===== src/source/ifu_cfg_pkg.sv =====
// Fetch unit geometry and bus constants that every block of the fetch path imports
package ifu_cfg_pkg;

   // Address and instruction widths
   localparam int ADDR_W = 32;
   localparam int INSN_W = 32;

   // AXI read data path
   localparam int AXI_DW = 64;
   localparam logic [1:0] RESP_OKAY = 2'b00;

   // One burst of four 64-bit beats fills a line of eight words
   localparam int LINE_BEATS = 4;
   localparam int LINE_WORDS = 8;
   localparam int BEAT_IDX_W = 2;
   localparam int WORD_IDX_W = 3;
   localparam int LINE_OFS_W = 5;       // Byte offset within a line

   // Instruction queue
   localparam int IQ_DEPTH = 4;
   localparam int IQ_CNT_W = 3;         // Holds 0..IQ_DEPTH
   localparam int IQ_PTR_W = 2;

   localparam logic [ADDR_W-1:0] RESET_PC = 32'h0000_0100;

endpackage

===== src/source/ifu_types_pkg.sv =====
// Fetch unit data types for the FSM state encoding and the instruction queue entry
package ifu_types_pkg;

   // Refill FSM states
   typedef enum logic [1:0] {
      FILL_REQ  = 2'd0,   // AR request pending
      FILL_DATA = 2'd1,   // Collecting beats of a line
      DRAIN     = 2'd2,   // Discarding beats after a flush
      SERVE     = 2'd3    // Pushing instructions from the line
   } fetch_state_e;

   // One queue entry as seen by decode
   typedef struct packed {
      logic [ifu_cfg_pkg::ADDR_W-1:0] pc;
      logic [ifu_cfg_pkg::INSN_W-1:0] ins;
      logic                           exc;   // Bus error on the source line
   } fetch_entry_t;

endpackage


===== src/source/fetch_if.sv =====
// Instruction push path from the fetch FSM and line buffer into the instruction queue
`timescale 1ns/1ps

interface fetch_if;
   import ifu_cfg_pkg::*;

   logic              push;
   logic [ADDR_W-1:0] pc;    // Fetch address, also selects the buffer word
   logic [INSN_W-1:0] ins;
   logic              exc;
   logic              full;

   modport fsm  (output push, pc, input full);
   modport lbuf (input pc, output ins, exc);
   modport iq   (input push, pc, ins, exc, output full);
endinterface


===== src/source/refill_if.sv =====
// Refill beat strobes from the beat counter to the line buffer and the fetch FSM
`timescale 1ns/1ps

interface refill_if;
   import ifu_cfg_pkg::*;

   logic                  beat_valid;   // One cycle per accepted R beat
   logic [AXI_DW-1:0]     beat_data;
   logic [BEAT_IDX_W-1:0] beat_idx;
   logic                  beat_err;     // Response was not OKAY
   logic                  line_done;    // Last beat of the line

   modport cnt  (output beat_valid, beat_data, beat_idx, beat_err, line_done);
   modport lbuf (input beat_valid, beat_data, beat_idx, beat_err, line_done);
   modport fsm  (input line_done);
endinterface


===== src/source/ifu_top.sv =====
// Instruction fetch unit top level with AXI read master ports and the decode interface
`timescale 1ns/1ps

module ifu_top (
   input  logic                           clk,
   input  logic                           rst_n_i,
   // AXI read address
   input  logic                           ar_ready_i,
   output logic                           ar_valid_o,
   output logic [ifu_cfg_pkg::ADDR_W-1:0] ar_addr_o,
   // AXI read data
   input  logic                           r_valid_i,
   input  logic [ifu_cfg_pkg::AXI_DW-1:0] r_data_i,
   input  logic [1:0]                     r_resp_i,
   output logic                           r_ready_o,
   // Redirect
   input  logic                           flush_i,
   input  logic [ifu_cfg_pkg::ADDR_W-1:0] flush_tgt_i,
   // Decode
   input  logic                           id_pop_i,
   output logic                           id_valid_o,
   output logic [ifu_cfg_pkg::INSN_W-1:0] id_ins_o,
   output logic [ifu_cfg_pkg::ADDR_W-1:0] id_pc_o,
   output logic                           id_exc_o
);

   logic hit;
   logic fill_start;

   refill_if refill_bus ();
   fetch_if  fetch_bus ();

   fetch_fsm i_fetch_fsm (
      .clk          (clk),
      .rst_n_i      (rst_n_i),
      .flush_i      (flush_i),
      .flush_tgt_i  (flush_tgt_i),
      .hit_i        (hit),
      .ar_ready_i   (ar_ready_i),
      .ar_valid_o   (ar_valid_o),
      .ar_addr_o    (ar_addr_o),
      .r_ready_o    (r_ready_o),
      .fill_start_o (fill_start),
      .refill       (refill_bus.fsm),
      .fetch        (fetch_bus.fsm)
   );

   beat_counter i_beat_counter (
      .clk          (clk),
      .rst_n_i      (rst_n_i),
      .fill_start_i (fill_start),
      .r_valid_i    (r_valid_i),
      .r_ready_i    (r_ready_o),
      .r_data_i     (r_data_i),
      .r_resp_i     (r_resp_i),
      .refill       (refill_bus.cnt)
   );

   line_buffer i_line_buffer (
      .clk          (clk),
      .rst_n_i      (rst_n_i),
      .fill_start_i (fill_start),
      .lookup_pc_i  (fetch_bus.pc),   // Same address that selects the word
      .hit_o        (hit),
      .refill       (refill_bus.lbuf),
      .fetch        (fetch_bus.lbuf)
   );

   insn_queue i_insn_queue (
      .clk          (clk),
      .rst_n_i      (rst_n_i),
      .flush_i      (flush_i),
      .fetch        (fetch_bus.iq),
      .id_pop_i     (id_pop_i),
      .id_valid_o   (id_valid_o),
      .id_ins_o     (id_ins_o),
      .id_pc_o      (id_pc_o),
      .id_exc_o     (id_exc_o)
   );

endmodule


===== src/source/insn_queue.sv =====
// Four-entry instruction FIFO between fetch and decode, emptied on flush
`timescale 1ns/1ps

module insn_queue (
   input  logic                           clk,
   input  logic                           rst_n_i,
   input  logic                           flush_i,
   fetch_if.iq                            fetch,
   input  logic                           id_pop_i,
   output logic                           id_valid_o,
   output logic [ifu_cfg_pkg::INSN_W-1:0] id_ins_o,
   output logic [ifu_cfg_pkg::ADDR_W-1:0] id_pc_o,
   output logic                           id_exc_o
);
   import ifu_cfg_pkg::*;
   import ifu_types_pkg::*;

   fetch_entry_t          iq_mem [IQ_DEPTH];
   fetch_entry_t          head;
   logic [IQ_PTR_W-1:0]   rd_ptr, wr_ptr;
   logic [IQ_CNT_W-1:0]   iq_cnt;
   logic                  do_push, do_pop;

   assign do_push = fetch.push & ~fetch.full;
   assign do_pop  = id_pop_i & id_valid_o;

   always_ff @(posedge clk) begin
      if (do_push)
         iq_mem[wr_ptr] <= '{pc: fetch.pc, ins: fetch.ins, exc: fetch.exc};
   end

   always_ff @(posedge clk or negedge rst_n_i) begin
      if (!rst_n_i) begin
         rd_ptr <= '0;
         wr_ptr <= '0;
         iq_cnt <= '0;
      end else if (flush_i) begin   // Pop in this cycle is dropped
         rd_ptr <= '0;
         wr_ptr <= '0;
         iq_cnt <= '0;
      end else begin
         if (do_push)
            wr_ptr <= wr_ptr + 1'b1;
         if (do_pop)
            rd_ptr <= rd_ptr + 1'b1;
         unique case ({do_push, do_pop})
            2'b10:   iq_cnt <= iq_cnt + 1'b1;
            2'b01:   iq_cnt <= iq_cnt - 1'b1;
            default: ;                       // Both or neither
         endcase
      end
   end

   assign fetch.full = (iq_cnt == IQ_CNT_W'(IQ_DEPTH));

   assign head       = iq_mem[rd_ptr];
   assign id_valid_o = (iq_cnt != '0);
   assign id_ins_o   = head.ins;
   assign id_pc_o    = head.pc;
   assign id_exc_o   = head.exc;

endmodule


===== src/source/line_buffer.sv =====
// Single-line instruction buffer with tag, valid and error state, filled beat by beat
`timescale 1ns/1ps

module line_buffer (
   input  logic                           clk,
   input  logic                           rst_n_i,
   input  logic                           fill_start_i,
   input  logic [ifu_cfg_pkg::ADDR_W-1:0] lookup_pc_i,
   output logic                           hit_o,
   refill_if.lbuf                         refill,
   fetch_if.lbuf                          fetch
);
   import ifu_cfg_pkg::*;

   localparam int WORDS_PER_BEAT = LINE_WORDS / LINE_BEATS;

   logic [INSN_W-1:0]            line_mem [LINE_WORDS];
   logic [ADDR_W-1:LINE_OFS_W]   line_tag;
   logic                         line_valid;
   logic                         line_err;     // Any beat of the line faulted
   logic [WORD_IDX_W-1:0]        rd_idx;

   // Tag on fill start and two words per beat
   always_ff @(posedge clk) begin
      if (fill_start_i)
         line_tag <= lookup_pc_i[ADDR_W-1:LINE_OFS_W];
      if (refill.beat_valid) begin
         for (int w = 0; w < WORDS_PER_BEAT; w++)
            line_mem[refill.beat_idx * WORDS_PER_BEAT + w] <=
               refill.beat_data[w*INSN_W +: INSN_W];
      end
   end

   always_ff @(posedge clk or negedge rst_n_i) begin
      if (!rst_n_i) begin
         line_valid <= 1'b0;
         line_err   <= 1'b0;
      end else if (fill_start_i) begin
         line_valid <= 1'b0;
         line_err   <= 1'b0;
      end else begin
         if (refill.beat_err)
            line_err <= 1'b1;
         if (refill.line_done)
            line_valid <= 1'b1;
      end
   end

   assign hit_o = line_valid & (lookup_pc_i[ADDR_W-1:LINE_OFS_W] == line_tag);

   assign rd_idx    = fetch.pc[LINE_OFS_W-1:LINE_OFS_W-WORD_IDX_W];
   assign fetch.ins = line_mem[rd_idx];
   assign fetch.exc = line_err;

endmodule


===== src/source/beat_counter.sv =====
// Counts accepted R beats of a refill burst and flags the beat index and the line end
`timescale 1ns/1ps

module beat_counter (
   input  logic                           clk,
   input  logic                           rst_n_i,
   input  logic                           fill_start_i,
   input  logic                           r_valid_i,
   input  logic                           r_ready_i,
   input  logic [ifu_cfg_pkg::AXI_DW-1:0] r_data_i,
   input  logic [1:0]                     r_resp_i,
   refill_if.cnt                          refill
);
   import ifu_cfg_pkg::*;

   logic [BEAT_IDX_W-1:0] beat_cnt;
   logic                  beat_acc;

   assign beat_acc = r_valid_i & r_ready_i;

   always_ff @(posedge clk or negedge rst_n_i) begin
      if (!rst_n_i)
         beat_cnt <= '0;
      else if (fill_start_i)
         beat_cnt <= '0;                 // New burst
      else if (beat_acc)
         beat_cnt <= beat_cnt + 1'b1;
   end

   assign refill.beat_valid = beat_acc;
   assign refill.beat_data  = r_data_i;
   assign refill.beat_idx   = beat_cnt;
   assign refill.beat_err   = beat_acc & (r_resp_i != RESP_OKAY);
   // Line end taken from the own count instead of r_last
   assign refill.line_done  = beat_acc & (beat_cnt == BEAT_IDX_W'(LINE_BEATS - 1));

endmodule


===== src/source/fetch_fsm.sv =====
// Fetch FSM holding the PC, issuing line refills on AR and pushing hits into the queue
`timescale 1ns/1ps

module fetch_fsm (
   input  logic                           clk,
   input  logic                           rst_n_i,
   input  logic                           flush_i,
   input  logic [ifu_cfg_pkg::ADDR_W-1:0] flush_tgt_i,
   input  logic                           hit_i,
   input  logic                           ar_ready_i,
   output logic                           ar_valid_o,
   output logic [ifu_cfg_pkg::ADDR_W-1:0] ar_addr_o,
   output logic                           r_ready_o,
   output logic                           fill_start_o,
   refill_if.fsm                          refill,
   fetch_if.fsm                           fetch
);
   import ifu_cfg_pkg::*;
   import ifu_types_pkg::*;

   fetch_state_e      state_q, state_nxt;
   logic [ADDR_W-1:0] pc_q, pc_nxt;
   logic              stale_q, stale_nxt;   // Pending AR belongs to a flushed path
   logic              ar_hs;

   assign ar_hs        = ar_valid_o & ar_ready_i;
   assign fill_start_o = ar_hs;
   assign r_ready_o    = (state_q == FILL_DATA) || (state_q == DRAIN);

   // Lookup follows the flush target, so the hit for the new line is known this cycle
   assign fetch.pc   = flush_i ? flush_tgt_i : pc_q;
   assign fetch.push = (state_q == SERVE) & hit_i & ~fetch.full & ~flush_i;

   always_comb begin
      state_nxt = state_q;
      stale_nxt = stale_q;
      pc_nxt    = pc_q;

      if (flush_i)
         pc_nxt = flush_tgt_i;
      else if (fetch.push)
         pc_nxt = pc_q + ADDR_W'(INSN_W / 8);

      unique case (state_q)
         FILL_REQ: begin
            if (ar_hs) begin
               state_nxt = (flush_i || stale_q) ? DRAIN : FILL_DATA;
               stale_nxt = 1'b0;
            end else if (flush_i) begin
               // An issued AR cannot be withdrawn so its burst gets drained later
               if (ar_valid_o)
                  stale_nxt = 1'b1;
               else if (hit_i)
                  state_nxt = SERVE;
            end
         end
         FILL_DATA: begin
            if (refill.line_done)
               state_nxt = flush_i ? FILL_REQ : SERVE;
            else if (flush_i)
               state_nxt = DRAIN;
         end
         DRAIN: begin
            if (refill.line_done)
               state_nxt = FILL_REQ;
         end
         SERVE: begin
            if (flush_i)
               state_nxt = hit_i ? SERVE : FILL_REQ;
            else if (!hit_i)
               state_nxt = FILL_REQ;   // PC left the line
         end
         default: state_nxt = FILL_REQ;
      endcase
   end

   always_ff @(posedge clk or negedge rst_n_i) begin
      if (!rst_n_i) begin
         state_q    <= FILL_REQ;
         stale_q    <= 1'b0;
         pc_q       <= RESET_PC;
         ar_valid_o <= 1'b0;
         ar_addr_o  <= '0;
      end else begin
         state_q <= state_nxt;
         stale_q <= stale_nxt;
         pc_q    <= pc_nxt;
         if (ar_hs) begin
            ar_valid_o <= 1'b0;
         end else if (state_nxt == FILL_REQ && !ar_valid_o) begin
            ar_valid_o <= 1'b1;
            ar_addr_o  <= {pc_nxt[ADDR_W-1:LINE_OFS_W], {LINE_OFS_W{1'b0}}};   // Line aligned
         end
      end
   end

endmodule


===== config.mk =====
export PLATFORM = sky130hd
export DESIGN_NAME = ifu_top
export DESIGN_NICKNAME = d
export VERILOG_FILES = /design/src/source/ifu_cfg_pkg.sv /design/src/source/ifu_types_pkg.sv /design/src/source/fetch_if.sv /design/src/source/refill_if.sv /design/src/source/ifu_top.sv /design/src/source/insn_queue.sv /design/src/source/line_buffer.sv /design/src/source/beat_counter.sv /design/src/source/fetch_fsm.sv
export SDC_FILE = /design/constraint.sdc
export NUM_CORES = 1
export LEC_CHECK = 0
export BUFFER_PORTS_ARGS = -buffer_cell sky130_fd_sc_hd__buf_4
export CAP_MARGIN = 40
export CORE_UTILIZATION = 55
export CTS_BUF_LIST = sky130_fd_sc_hd__clkbuf_16
export DETAILED_ROUTE_END_ITERATION = 7
export PLACE_DENSITY = 0.74
export SETUP_SLACK_MARGIN = 0.05
export SLEW_MARGIN = 20
export SYNTH_ARGS = -nofsm -noshare
export SYNTH_HDL_FRONTEND = slang
export SYNTH_SLANG_ARGS = --single-unit

===== constraint.sdc =====
create_clock -name clk -period 8 [get_ports clk]
set_clock_uncertainty 0.15 [all_clocks]
set_input_delay 0.8 -clock clk [delete_from_list [all_inputs] [get_ports clk]]
set_output_delay 0.8 -clock clk [all_outputs]
set_load 0.01 [all_outputs]

==> results_dict.tcl <==
set metrics [dict create \
    diode_insertion_count_for_antenna_repair 0 \
    route.detailed.wl_per_inst_um 21.3 \
    cts_sinks 617 \
    cts-root-to-sink-buffers 3 \
    cp-endpoint "i_insn_queue.iq_cnt[2]" \
    h-tree-depth 2 \
    layout.core_utilization 0.653 \
    worstSetupPathType "in -> reg" \
    clock_transition_at_the_registers_of_the_reported_paths_ns 0.06 \
    synth_area_per_cell_um2 15.3 \
    hold-worst-slack_ns 0.212 \
    hpwl_um 32900 \
    first_iter_violations 1416 \
    max_freq_ghz 0.233 \
    reg2reg_setup_slack_ns 4.11 \
    synth_seq_cells 617 \
    cts_setup_buffers 0 \
    postPlaceCellArea_um2 27000 \
    yosysSeqAreaShare 0.737 \
    max_cap_violations 0 \
    place.detailed.instances 2342 \
    synthesis.instances 1608 \
    coreArea_um2 44200 \
    slew_viol_final 0 \
    die_height_um 214 \
    path_max_fanout 53 \
    drc_errors 0 \
    setup_tns_ns 0 \
    antenna_found_initial 0 \
    worstRegToRegCells 11 \
    finalHoldViolCount 0 \
    worstSkewPairLatency_ns 0.63 \
    run_status "finished, final reports clean" \
    drtPass1Iterations 6 \
    crit_path_end_kind "flip-flop" \
    kind_of_start_point_of_the_critical_path "input port" \
    drive_above_1_share 0.218 \
    width_of_the_die_um 214 \
    critical_path.startpoint "flush_i" \
    grt_remaining_overflow 0 \
    place.port_buffers 198 \
    synth_enable_flop_cells 543 \
    first_pass_grt_wire_length_um 80200 \
    worst-endpoint-required_ns 8.39 \
    final-setup-viol-count 0 \
    rr_startpoint "i_fetch_fsm.pc_q[17]" \
    primary_ff_master_synth "edfxtp_1" \
    place.gp.congestion 0.870 \
    maximum_number_of_pins_on_one_net_before_global_route_repair 80 \
    number_of_global_route_vias_before_repair 14200 \
    floorplan.die_area_um2 45600 \
    placementRows 77 \
    final_min_period_over_clock_period 0.538 \
    start_util 0.557 \
    tritoncts_buffers 60 \
    rsz0062_at_grt "no" \
    crit_arrival_ns 4.69 \
    finalWorstPathRequiredPeriod_ns 4.30 \
    capturing_point_of_the_worst_reg2reg_path "i_insn_queue.iq_cnt[2]" \
    ir_worst_vdd_mv 0.208 \
    yosysWarningCount 0 \
    number_of_i_o_pins 204 \
    relSlewSlack 0.435 \
    detailroute.via_count 14000 \
    post_cts_resize_count 0 \
    cts_tree "done" \
    detail_route.vias_per_cell 5.69 \
    synthDistinctLibCells 53 \
    finish.net_count 1934 \
    ant_nets 0 \
    hp-class "in -> reg" \
    global_route.usage.total 0.236 \
    root_cell_of_the_clock_tree "clkbuf_16" \
    finish.cell_count_without_fillers 2457 \
    placement.setup.worst_slack_ns 2.90 \
    post-route-worst-setup-slack_ns 3.70 \
    power.total_mw 7.71 \
    synthToLayoutAreaGrowth_pct 17.2 \
    synthArstFlopShare 0.120 \
    drt_wl_total_um 52500 \
    cellLeakagePower_nw 10.6 \
    layout.cell_area.non_filler_um2 28900 \
    worst-slew-pin-transition_ns 0.848 \
    cellPowerDensity_nw_per_um2 267 \
    syn-cell-area_um2 24600 \
]
-- sequential cells by signal (all words and copies together) (netlist names), 2 cells and up --
signal,flops
i_beat_counter.refill.beat_idx,2
i_line_buffer.line_tag,27
i_insn_queue.iq_mem,260
i_insn_queue.wr_ptr,2
i_line_buffer.line_mem,256
i_fetch_fsm.state_q,2
i_insn_queue.rd_ptr,2
i_fetch_fsm.ar_addr_o,27
i_fetch_fsm.pc_q,32
i_insn_queue.iq_cnt,3
-- worst max-delay path: stages --
cell	delay (ns)
buf_4	0.22
buf_16	0.30
mux2_2	0.45
xor2_1	0.19
nor4_1	0.32
nand4_1	0.29
or3_1	0.57
nor2_1	0.33
nor2_1	0.13
fa_1	0.50
nor4_1	0.35
a21oi_1	0.08
a21oi_1	0.15
-- metal layers --
metal	global-route usage	share of wire	vias to the layer above
met1	0.316	0.41	6973
met3	0.0545	0.078	79
li1	-	-	6400
met5	0	0	-
met2	0.388	0.49	528
met4	0.0727	0.021	0
-- cell usage in the layout (no fill, tap or decap), types with 8 or more instances in the layout --
master     count
mux2_1        23
clkbuf_16     60
nand3_1      179
mux4_2        65
nor2_1        29
a31oi_1        9
nand4_1       11
nor4_1        11
mux2_2        11
mux2i_1       43
buf_16         9
ha_1          14
clkinv_1      13
and3_1         9
o21ai_0       39
buf_4        211
a21oi_1       14
nor3_1         8
xnor2_1       29
dfrtp_1       71
edfxtp_1     543
nand2_1      310
clkinv_2      14
inv_1         56
-- synth_stat cells (all sizes together) (3+ instances only) --
library cell    n  area, um2
a31oi           9       56.3
clkbuf         59        221
ha             14        175
mux2           34        383
nor4           12       90.1
nand3         179        896
and3           13       81.3
nand2         310       1160
xnor2          29        254
edfxtp        543      16300
buf            27        169
and2            6       37.5
dfrtp          73       1830
mux4           65       1460
and4            5       43.8
o21ai          42        210
a21oi          14       70.1
nor3           10       60.1
nor2           29        109
xor2            6       52.6
a21boi          3       22.5
mux2i          46        468
inv            42        158
nor4b           4       41.3
nand4          11       68.8
-- where the power goes --
group	switching, mW	internal (mW)
Clock	1.18	1.46
Combinational	0.648	0.421
Sequential	0.125	3.87
Total	1.96	5.75
-- timing repair --
| item | CTS | global route |
|---|---|---|
| endpoints found under the hold margin | 34 | 0 |
| endpoints found under the setup margin | 0 | 0 |
| hold buffers | 1 | 0 |
-- worst min-delay path by stage --
stage / from / end / slack [ns] / cells past startpoint
after floorplan: i_fetch_fsm.pc_q[31] / i_fetch_fsm.pc_q[31] / 0.29 / 1
after global placement: i_fetch_fsm.ar_addr_o[20] / i_fetch_fsm.ar_addr_o[20] / 0.32 / 1
after detailed placement: i_fetch_fsm.ar_addr_o[10] / i_fetch_fsm.ar_addr_o[10] / 0.33 / 1
after CTS: r_data_i[25] / i_line_buffer.line_mem[2][25] / 0.18 / 1
after global routing: r_data_i[25] / i_line_buffer.line_mem[2][25] / 0.19 / 1
final: r_data_i[25] / i_line_buffer.line_mem[2][25] / 0.21 / 1
-- final cells by class --
class,instances,area (um2)
Sequential cell,617,18200
Tap cell,592,741
Timing Repair Buffer,227,1960
Fill cell,3054,15400
Multi-Input combinational cell,867,5990
Clock buffer,60,1500
Clock inverter,52,348
Inverter,42,159
-- cells by family (layout without fill, tap and decap cells) --
family | Yosys count | count (layout) | share of synthesized area
flops | 617 | 617 | 0.737
xor+xnor | 35 | 35 | 0.0124
buf+inv | 128 | 381 | 0.0222
fa+ha+maj | 15 | 15 | 0.00792
mux | 145 | 145 | 0.0940
other cells | 1 | 5 | 0.000152
compound gates | 80 | 80 | 0.0185
simple gates | 587 | 587 | 0.108
Power figures use the tool's default switching activity.
